<file path="src/rtl/icache_pkg.sv">
`default_nettype none

package icache_pkg;

  // --------------------
  // cache geometry
  // --------------------
  localparam int ADDR_W     = 32;
  localparam int WORD_W     = 32;
  localparam int LINE_WORDS = 4;
  localparam int SET_NUM    = 16;

  localparam int OFFSET_W = $clog2(LINE_WORDS);
  localparam int INDEX_W  = $clog2(SET_NUM);
  // two low bits are the byte position inside a word
  localparam int TAG_W    = ADDR_W - INDEX_W - OFFSET_W - 2;

  // --------------------
  // types
  // --------------------
  typedef logic [ADDR_W-1:0]            addr_t;
  typedef logic [WORD_W-1:0]            word_t;
  typedef logic [INDEX_W-1:0]           index_t;
  typedef logic [OFFSET_W-1:0]          offset_t;
  typedef logic [TAG_W-1:0]             tag_t;
  // word 0 sits in the low bits
  typedef logic [LINE_WORDS*WORD_W-1:0] line_t;
  typedef logic [1:0]                   resp_t;

  typedef enum logic [1:0] {
    st_idle,
    st_addr,
    st_data,
    st_fill
  } refill_state_t;

endpackage

`default_nettype wire

</file>
<file path="src/rtl/icache_tag_store.sv">
`default_nettype none

module icache_tag_store
  import icache_pkg::*;
(
  input  logic   clock,
  input  logic   reset,
  input  logic   flush,
  input  logic   fetch_valid,
  input  addr_t  fetch_pc,
  input  logic   fill_en,
  input  logic   fill_ok,
  input  index_t fill_index,
  input  tag_t   fill_tag,
  output logic   hit,
  output index_t index,
  output offset_t offset,
  output tag_t   tag
);

  tag_t               tag_mem [SET_NUM];
  logic [SET_NUM-1:0] valid;

  // --------------------
  // pc split
  // --------------------
  assign offset = fetch_pc[2 +: OFFSET_W];
  assign index  = fetch_pc[OFFSET_W+2 +: INDEX_W];
  assign tag    = fetch_pc[ADDR_W-1 -: TAG_W];

  assign hit = fetch_valid && valid[index] && (tag_mem[index] == tag);

  // --------------------
  // valid bits
  // --------------------
  always_ff @(posedge clock) begin
    if (reset || flush) begin
      valid <= '0;
    end else if (fill_en) begin
      // a failed burst leaves the set invalid
      valid[fill_index] <= fill_ok;
    end
  end

  always_ff @(posedge clock) begin
    if (fill_en) begin
      tag_mem[fill_index] <= fill_tag;
    end
  end

  // flush is only legal between fetches
  a_flush_idle : assert property (
    @(posedge clock) disable iff (reset)
    !(flush && fetch_valid)
  ) else $error("flush pulsed while a fetch is pending");

endmodule

`default_nettype wire

</file>
<file path="src/rtl/icache_data_store.sv">
`default_nettype none

module icache_data_store
  import icache_pkg::*;
(
  input  logic    clock,
  input  index_t  index,
  input  offset_t offset,
  input  logic    fill_en,
  input  index_t  fill_index,
  input  line_t   fill_line,
  output word_t   rd_data
);

  // one line per set
  line_t line_mem [SET_NUM];
  line_t rd_line;

  // --------------------
  // read side
  // --------------------
  assign rd_line = line_mem[index];

  // word at the pc offset, word 0 in the low bits
  assign rd_data = rd_line[offset*WORD_W +: WORD_W];

  // --------------------
  // fill side
  // --------------------
  always_ff @(posedge clock) begin
    if (fill_en) begin
      line_mem[fill_index] <= fill_line;
    end
  end

endmodule

`default_nettype wire

</file>
<file path="src/rtl/icache_refill.sv">
`default_nettype none

module icache_refill
  import icache_pkg::*;
(
  input  logic   clock,
  input  logic   reset,
  input  logic   fetch_valid,
  input  addr_t  fetch_pc,
  input  logic   hit,
  output logic   ar_valid,
  input  logic   ar_ready,
  output addr_t  ar_addr,
  input  logic   r_valid,
  output logic   r_ready,
  input  word_t  r_data,
  input  resp_t  r_resp,
  input  logic   r_last,
  output logic   fill_en,
  output logic   fill_ok,
  output index_t fill_index,
  output tag_t   fill_tag,
  output line_t  fill_line,
  output word_t  fill_word,
  output logic   busy
);

  refill_state_t           state;
  refill_state_t           state_next;
  logic                    miss;
  logic                    ar_fire;
  logic                    r_fire;
  addr_t                   req_pc;
  offset_t                 req_offset;
  logic [LINE_WORDS-1:0]   wr_ptr;
  line_t                   line_buf;
  logic                    burst_err;

  assign miss    = fetch_valid && !hit;
  assign ar_fire = ar_valid && ar_ready;
  assign r_fire  = r_valid && r_ready;

  // --------------------
  // state machine
  // --------------------
  always_ff @(posedge clock) begin
    if (reset) begin
      state <= st_idle;
    end else begin
      state <= state_next;
    end
  end

  always_comb begin
    state_next = state;
    case (state)
      st_idle: if (miss) state_next = st_addr;
      st_addr: if (ar_fire) state_next = st_data;
      st_data: if (r_fire && r_last) state_next = st_fill;
      st_fill: state_next = st_idle;
      default: state_next = st_idle;
    endcase
  end

  // both handshake signals come straight from the state register
  assign ar_valid = (state == st_addr);
  assign r_ready  = (state == st_data);
  assign busy     = (state != st_idle);

  // --------------------
  // request capture
  // --------------------
  always_ff @(posedge clock) begin
    if (state == st_idle && miss) begin
      req_pc <= fetch_pc;
    end
  end

  assign ar_addr    = {req_pc[ADDR_W-1:OFFSET_W+2], {(OFFSET_W+2){1'b0}}};
  assign req_offset = req_pc[2 +: OFFSET_W];
  assign fill_index = req_pc[OFFSET_W+2 +: INDEX_W];
  assign fill_tag   = req_pc[ADDR_W-1 -: TAG_W];

  // --------------------
  // line buffer
  // --------------------
  always_ff @(posedge clock) begin
    if (reset) begin
      wr_ptr    <= '0;
      burst_err <= 1'b0;
    end else if (state == st_idle && miss) begin
      wr_ptr    <= {{(LINE_WORDS-1){1'b0}}, 1'b1};
      burst_err <= 1'b0;
    end else if (r_fire) begin
      wr_ptr    <= {wr_ptr[LINE_WORDS-2:0], wr_ptr[LINE_WORDS-1]};
      // sticky so that any bad beat spoils the line
      burst_err <= burst_err || (r_resp != 2'b00);
    end
  end

  always_ff @(posedge clock) begin
    if (r_fire) begin
      for (int i = 0; i < LINE_WORDS; i++) begin
        if (wr_ptr[i]) begin
          line_buf[i*WORD_W +: WORD_W] <= r_data;
        end
      end
    end
  end

  // --------------------
  // fill cycle
  // --------------------
  assign fill_en   = (state == st_fill);
  assign fill_ok   = !burst_err;
  assign fill_line = line_buf;
  assign fill_word = line_buf[req_offset*WORD_W +: WORD_W];

  a_ar_addr_hold : assert property (
    @(posedge clock) disable iff (reset)
    ar_valid && !ar_ready |=> $stable(ar_addr)
  ) else $error("ar_addr changed before the AR handshake");

  // only one burst is outstanding, so the bus offers beats only in st_data
  a_r_beat_state : assert property (
    @(posedge clock) disable iff (reset)
    r_valid |-> state == st_data
  ) else $error("R beat offered outside st_data");

  // the fetch side must hold its request through the whole refill
  a_pc_hold : assert property (
    @(posedge clock) disable iff (reset)
    busy |-> fetch_valid && fetch_pc == req_pc
  ) else $error("fetch_pc not held during refill");

endmodule

`default_nettype wire

</file>
<file path="src/rtl/icache_top.sv">
`default_nettype none

module icache_top
  import icache_pkg::*;
(
  input  logic  clock,
  input  logic  reset,
  input  logic  flush,
  input  logic  fetch_valid,
  input  addr_t fetch_pc,
  output logic  fetch_ready,
  output word_t fetch_data,
  output logic  fetch_error,
  output logic  ar_valid,
  input  logic  ar_ready,
  output addr_t ar_addr,
  input  logic  r_valid,
  output logic  r_ready,
  input  word_t r_data,
  input  resp_t r_resp,
  input  logic  r_last
);

  logic    hit;
  index_t  index;
  offset_t offset;
  tag_t    tag;
  word_t   rd_data;
  logic    fill_en;
  logic    fill_ok;
  index_t  fill_index;
  tag_t    fill_tag;
  line_t   fill_line;
  word_t   fill_word;
  logic    busy;

  icache_tag_store u_tag_store (
    .clock       (clock),
    .reset       (reset),
    .flush       (flush),
    .fetch_valid (fetch_valid),
    .fetch_pc    (fetch_pc),
    .fill_en     (fill_en),
    .fill_ok     (fill_ok),
    .fill_index  (fill_index),
    .fill_tag    (fill_tag),
    .hit         (hit),
    .index       (index),
    .offset      (offset),
    .tag         (tag)
  );

  icache_data_store u_data_store (
    .clock      (clock),
    .index      (index),
    .offset     (offset),
    .fill_en    (fill_en),
    .fill_index (fill_index),
    .fill_line  (fill_line),
    .rd_data    (rd_data)
  );

  icache_refill u_refill (
    .clock       (clock),
    .reset       (reset),
    .fetch_valid (fetch_valid),
    .fetch_pc    (fetch_pc),
    .hit         (hit),
    .ar_valid    (ar_valid),
    .ar_ready    (ar_ready),
    .ar_addr     (ar_addr),
    .r_valid     (r_valid),
    .r_ready     (r_ready),
    .r_data      (r_data),
    .r_resp      (r_resp),
    .r_last      (r_last),
    .fill_en     (fill_en),
    .fill_ok     (fill_ok),
    .fill_index  (fill_index),
    .fill_tag    (fill_tag),
    .fill_line   (fill_line),
    .fill_word   (fill_word),
    .busy        (busy)
  );

  // --------------------
  // fetch answer
  // --------------------
  // hits are held off while a refill owns the port
  assign fetch_ready = (hit && !busy) || fill_en;
  assign fetch_data  = fill_en ? fill_word : rd_data;
  assign fetch_error = fill_en && !fill_ok;

  // the line being installed belongs to the pc still on the fetch port
  a_fill_matches_pc : assert property (
    @(posedge clock) disable iff (reset)
    fill_en |-> fill_index == index && fill_tag == tag
  ) else $error("fill target differs from the pending fetch");

endmodule

`default_nettype wire

</file>
<file path="config.mk">
export PLATFORM = sky130hd
export DESIGN_NAME = icache_top
export DESIGN_NICKNAME = d
export VERILOG_FILES = /design/src/rtl/icache_pkg.sv /design/src/rtl/icache_tag_store.sv /design/src/rtl/icache_data_store.sv /design/src/rtl/icache_refill.sv /design/src/rtl/icache_top.sv
export SDC_FILE = /design/constraint.sdc
export NUM_CORES = 2
export LEC_CHECK = 0
export BUFFER_PORTS_ARGS = -buffer_cell sky130_fd_sc_hd__buf_4
export CORE_MARGIN = 1
export CORE_UTILIZATION = 65
export CTS_CLUSTER_DIAMETER = 40
export DETAILED_ROUTE_END_ITERATION = 16
export HOLD_SLACK_MARGIN = 0.1
export PLACE_DENSITY_LB_ADDON = 0.25
export SLEW_MARGIN = 15
export SYNTH_ARGS = -nofsm -noshare
export SYNTH_HDL_FRONTEND = slang
export SYNTH_SLANG_ARGS = --single-unit
</file>
<file path="constraint.sdc">
create_clock -name clock -period 41.1 [get_ports clock]
set_clock_uncertainty 0.05 [all_clocks]
set_input_delay 8.22 -clock clock [delete_from_list [all_inputs] [get_ports clock]]
set_output_delay 8.22 -clock clock [all_outputs]
set_load 0.02 [all_outputs]
</file>
### After elaboration in Yosys (flattened, before gate mapping)

Memory sizes are Yosys's and may differ from the RTL's.
Cells that the tools add are included.

* register bits after elaboration: 183
* latch bits: 0
* RAM bits: 2432
* memory bits (read-only): 0
* input bits: 73
* output and inout port bits: 68
* word-level logic and storage cells: 64
* memories: 2

Memories
* u_data_store.line_mem: depth 16, width 128, read ports 1, clocked after Yosys merged registers in 0, write ports 1, RTL line icache_data_store.sv:16 `line_t line_mem [SET_NUM];`
* u_tag_store.tag_mem: depth 16, width 24, read ports 1, clocked after Yosys merged registers in 0, write ports 1, RTL line icache_tag_store.sv:21 `tag_t tag_mem [SET_NUM];`

* add/sub/neg operators: 0
* multipliers: 0
* div/mod/pow operators: 0
* order comparisons: 3
* equal/unequal tests: 7
* shift operators: 2
* multiplexer cells: 14
* bitwise logic cells: 0
* reductions and logical operators: 26

Operator list (count)
* 128-bit by 8-bit variable part select with 32-bit output: 2
* 32-bit 2-to-1 mux: 1
* 24-bit equality test: 1
* 16-bit bitwise mux: 1
* 1-bit logical AND: 10
* 4-bit by 5-bit < comparator with 1-bit output, second input constant: 2
* 2-bit case mux with 4 select lines: 1
* 2-bit AND reduction: 4
* 1-bit 2-to-1 mux: 6
* 2-bit 2-to-1 mux: 3
* 2-bit nonzero test: 3
* 1-bit binary-select mux with 4-bit select: 1
* 1-bit demux with 4-bit select: 1
* 2-bit equality test, second input constant: 2
* 4-bit by 1-bit >= comparator with 1-bit output, second input constant: 1
* 2-bit != test, second input constant: 2
* 1-bit logical NOT: 3
* 1-bit logical OR: 3
* 3-bit AND reduction: 1
* 2-bit by 1-bit equality test with 1-bit output, second input constant: 1
* 2-bit logical NOT: 1
* 2-bit by 1-bit != test with 1-bit output, second input constant: 1
* 2-bit OR reduction: 1

### Depth between registers and ports, before layout

* depth in word-level cells: 8
* gate-level depth with buffers: 14
* mapped depth without buffers: 10

### Modules after synthesis

Synthesis repeated with hierarchy kept, for this count alone.

* cell total of the unflattened synthesis: 4459
* area total of the unflattened synthesis: 100476.4 µm²

By module, submodules not included
* icache_data_store: instances 1, cells each 3276, area each 77312.9 µm², sequential area each 61499.0 µm²
* icache_tag_store: instances 1, cells each 842, area each 16251.8 µm², sequential area each 11851.4 µm²
* icache_refill: instances 1, cells each 302, area each 6362.4 µm², sequential area each 4884.7 µm²
* icache_top: instances 1, cells each 39, area each 549.3 µm², sequential area each 0.0 µm²

### Worst setup path before layout

No wires, ideal clock.

* path type: input port to output port
* start point: input port fetch_pc[5]
* end point: output port fetch_data[0]
* arrival time: 10839 ps
* slack: 21991 ps
* cell stages on the path: 9
* path through: buf_4 buf_6 buf_4 clkbuf_1 clkbuf_1 mux4_2 mux4_2 mux4_2 mux2_2

* longest elaborated chain between the ends: 3

RTL lines
* from (decl): RTL line icache_top.sv:10 `input addr_t fetch_pc,`
* memory read 16 x 128 bit
* 128-bit by 8-bit variable part select with 32-bit output: RTL line icache_data_store.sv:25 `assign rd_data = rd_line[offset*WORD_W +: WORD_W];`
* 32-bit 2-to-1 mux: RTL line icache_top.sv:91 `assign fetch_data = fill_en ? fill_word : rd_data;`
* to (decl): RTL line icache_top.sv:12 `output word_t fetch_data,`

Every way passes these cells.

### Worst setup path in the final report

* start point: input port fetch_pc[4]
* end point: output port fetch_data[9]

Same word-level chain as after synthesis.

==> summary.md <==
| Metric | Value |
|---|---|
| Vias in the first global route | 49.8k |
| Routed WL per cell | 37.9 um |
| Post-synth EDFFs | 2590 |
| Slowest CP cell | buf_4 |
| Req. time, crit path | 32.83 ns |
| Starting Density | 65.8% |
| Crit end category | output port |
| Die area | 0.156 mm^2 |
| Synthesized-area fraction occupied by and/or/nand/nor cells | 1.03% |
| Most used DFF post-synth | edfxtp_1 |
| Crit path max-delay family | buffers and inverters |
| Post-route minimum period | 22.42 ns |
| Asr flop ratio synth | 0% |
| WL met2 | 130000 um |
| Slew Limit Fails | 0 |
| Net Switching | 1290 uW |
| Synth Cell Area | 0.100 mm^2 |
| # IOs | 141 |
| Initial antenna violation count | 9 |
| Power share of the combinational group | 5.6% |
| Final ANT Viol Nets | 0 |
| Post-synthesis mux area share | 18.7% |
| RSZ-0062 raised after global routing | false |
| DR vias | 48.2k |
| Hold_buf cts | 0 |
| First DRT Iteration DRCs | 6333 |
| Routed wire length | 252000 um |
| Dpl ws | 18.57 ns |
| Cell-by-cell trace of the critical path | buf_8 -> buf_4 -> buf_4 -> buf_4 -> buf_4 -> mux4_2 -> mux4_2 -> mux4_2 -> mux2_2 -> buf_4 |
| Die Wd | 395 um |
| CTS tree | done |
| H-tree levels | 5 |
| Root Driver | clkbuf_16 |
| Reg power frac | 50.6% |
| Buffer and inverter count on the worst path | 6 |
| WHS | 0.426 ns |
| Critical path class | primary input to output port |
| Placer Congestion | 0.869 |
| XOR/XNOR Fraction of Synth Area | 0.166% |
| # rows | 143 |
| Largest net degree at the start of global routing | 143 |
| Synth unique cells | 68 |
| Drt drc | 0 |
| CP Depth | 10 |
| Max VDD drop | 0.0000417 V |
| Final WS setup | 18.68 ns |
| TNS Setup | 0 ns |
| Adder-Cell Fraction of Synth Area | 0.0498% |
| Most used cell, CP | buf_4 |
| Final setup viols | 0 |
| CORE AREA | 0.153 mm^2 |
| Hold Violations, Final | 0 |
| DRT Pass-1 Iters | 5 |
| Worst Path Max Fanout | 60 |
| Critical Path AT | 14.15 ns |
| Critical Path Max Stage Delay | 0.87 ns |
| Tightest Hold Check Type | register to register |
| Chip height | 395 um |
| Clock power share | 43.8% |
| Post-Syn Instances | 4117 |
| Largest family of logic cells by synthesized area | multiplexers |
| Fmax | 0.0446 GHz |
| Worst Setup SP | fetch_pc[4] |
| Share of cells above drive strength 1 | 32.5% |
| Cts bufs inserted | 303 |
| Met3 wire length | 25600 um |
| Seq/Total Area, Yosys | 77.9% |
| CP Launch Type | primary input |
| Worst slew margin | 20.1% |
| R2R depth | 8 |
| Area grow syn2layout | 12.7% |
| Clock sink count | 2613 |
| Synth Area in Compound Gates | 0.863% |
| Port Buffers | 134 |
| Congestion Overflow GR | 0 |
| Syn avg cell area | 24.4 um^2 |
| Max-Cap Viols | 0 |
| Post-CTS Setup Bufs | 0 |
| Clk buf depth | 4 |
| LEAKAGE | 0.0354 uW |
| CTS clock-pin slew for the worst setup and hold paths | 0.05 ns |
| YS warnings | 0 |
| RR Startpoint | u_refill.state[1] |
| Most frequent cells in the layout | 2590 x edfxtp_1, 754 x mux4_2, 312 x clkbuf_16 |
| Sw frac | 21.8% |
| GRT Util Overall | 32.8% |
| Slew @ Worst Pin | 1.20 ns |
| Clock Latency Late Sink | 0.91 ns |
| Detailed Place HPWL | 106000 um |
| Most common cell after layout, fill and taps aside | edfxtp_1 |
| Via-to-Cell Ratio | 7.24 |
| CP Capture Point | fetch_data[9] |
| Top layer in use | met5 |
| Power Density | 52.3 mW/mm^2 |
| Period utilisation layout | 54.5% |
| #FFs+latches synth | 2613 |
| First-pass GRT wire length | 357000 um |
| Setup slack, reg-to-reg | 35.06 ns |
| Worst reg2reg endpoint | u_data_store.line_mem[10][98] |
| Worst hold path depth | 1 |
| Final Net Count | 4480 |
| Cell Int Power | 4630 uW |
| Post-cts sizing count | 0 |
| WL met1 | 85600 um |
| Fin util | 74.1% |
| Status | complete, no violations |
[registers in the layout (all words and copies together) (netlist names)]
register and flops:
u_refill.burst_err 1, u_data_store.line_mem 2048, u_refill.fill_line 128, u_refill.req_pc 30
u_tag_store.valid 16, u_tag_store.tag_mem 384, u_refill.state 2, u_refill.wr_ptr 4
[power groups by stage]
stage	Clock (uW)	Combinational, uW	Sequential [uW]
after floorplan	0	219	3040
after global placement	0	321	3040
after detailed placement	0	323	3050
after CTS	2620	331	2990
after global routing	2720	343	3000
final	2600	330	3000
[synth_stat cells, types with 6 or more instances]
master | number | area, um^2
mux4_2 | 754 | 17000
a21oi_1 | 15 | 75.1
and3_1 | 8 | 50.1
xor2_1 | 6 | 52.6
nor4_1 | 9 | 56.3
nand3b_1 | 9 | 67.6
a221oi_1 | 11 | 96.3
a211oi_1 | 7 | 52.6
nand3_1 | 11 | 55.1
nand2_1 | 31 | 116
nor2b_1 | 15 | 93.8
o22ai_1 | 24 | 150
inv_1 | 12 | 45.0
nand2b_1 | 16 | 100
buf_6 | 13 | 146
nor2_1 | 38 | 143
a22oi_1 | 11 | 82.6
nor3b_1 | 6 | 45.0
xnor2_1 | 13 | 114
buf_2 | 60 | 300
edfxtp_1 | 2590 | 77800
buf_1 | 14 | 52.6
o21ai_0 | 10 | 50.1
dfxtp_1 | 23 | 460
buf_4 | 57 | 428
mux2i_1 | 86 | 861
nor3_1 | 18 | 90.1
clkbuf_1 | 93 | 349
mux2_2 | 79 | 890
[through the flow]
stage	cell area [um^2]	total power, uW	instances
detailed placement	104000	3370	6128
global placement	104000	3360	6128
CTS	113000	5940	6649
global route	113000	6060	6652
floorplan	100000	3260	4120
finish	113000	5920	6655
[worst min-delay path by stage]
stage	start	endpoint	slack, ns
after floorplan	u_refill.burst_err	u_tag_store.valid[15]	0.38
after global placement	u_refill.burst_err	u_tag_store.valid[15]	0.40
after detailed placement	u_refill.burst_err	u_tag_store.valid[15]	0.42
after CTS	u_refill.burst_err	u_tag_store.valid[15]	0.42
after global routing	u_refill.burst_err	u_tag_store.valid[15]	0.46
final	u_refill.burst_err	u_tag_store.valid[15]	0.43
[kinds of logic after synthesis]
group | after synthesis
compound gates | 121
xor+xnor | 19
mux | 919
simple gates | 189
fa+ha+maj | 4
buf+inv | 251
flops | 2613
other cells | 1
[cell type report]
cell class | instances | area (um^2)
Sequential cell | 2613 | 78200
Fill cell | 7667 | 39500
Multi-Input combinational cell | 1256 | 21000
Clock buffer | 368 | 8020
Tap cell | 2030 | 2540
Timing Repair Buffer | 215 | 1800
Clock inverter | 153 | 1480
Inverter | 14 | 60.1
Antenna cell | 6 | 15.0
[routing by layer]
layer | track usage (%) | vias up
met1 | 42.5 | 25600
met3 | 6.90 | 648
met5 | 0 | -
li1 | - | 18400
met4 | 13.6 | 6
met2 | 54.9 | 3560
Power figures use the tool's default switching activity.
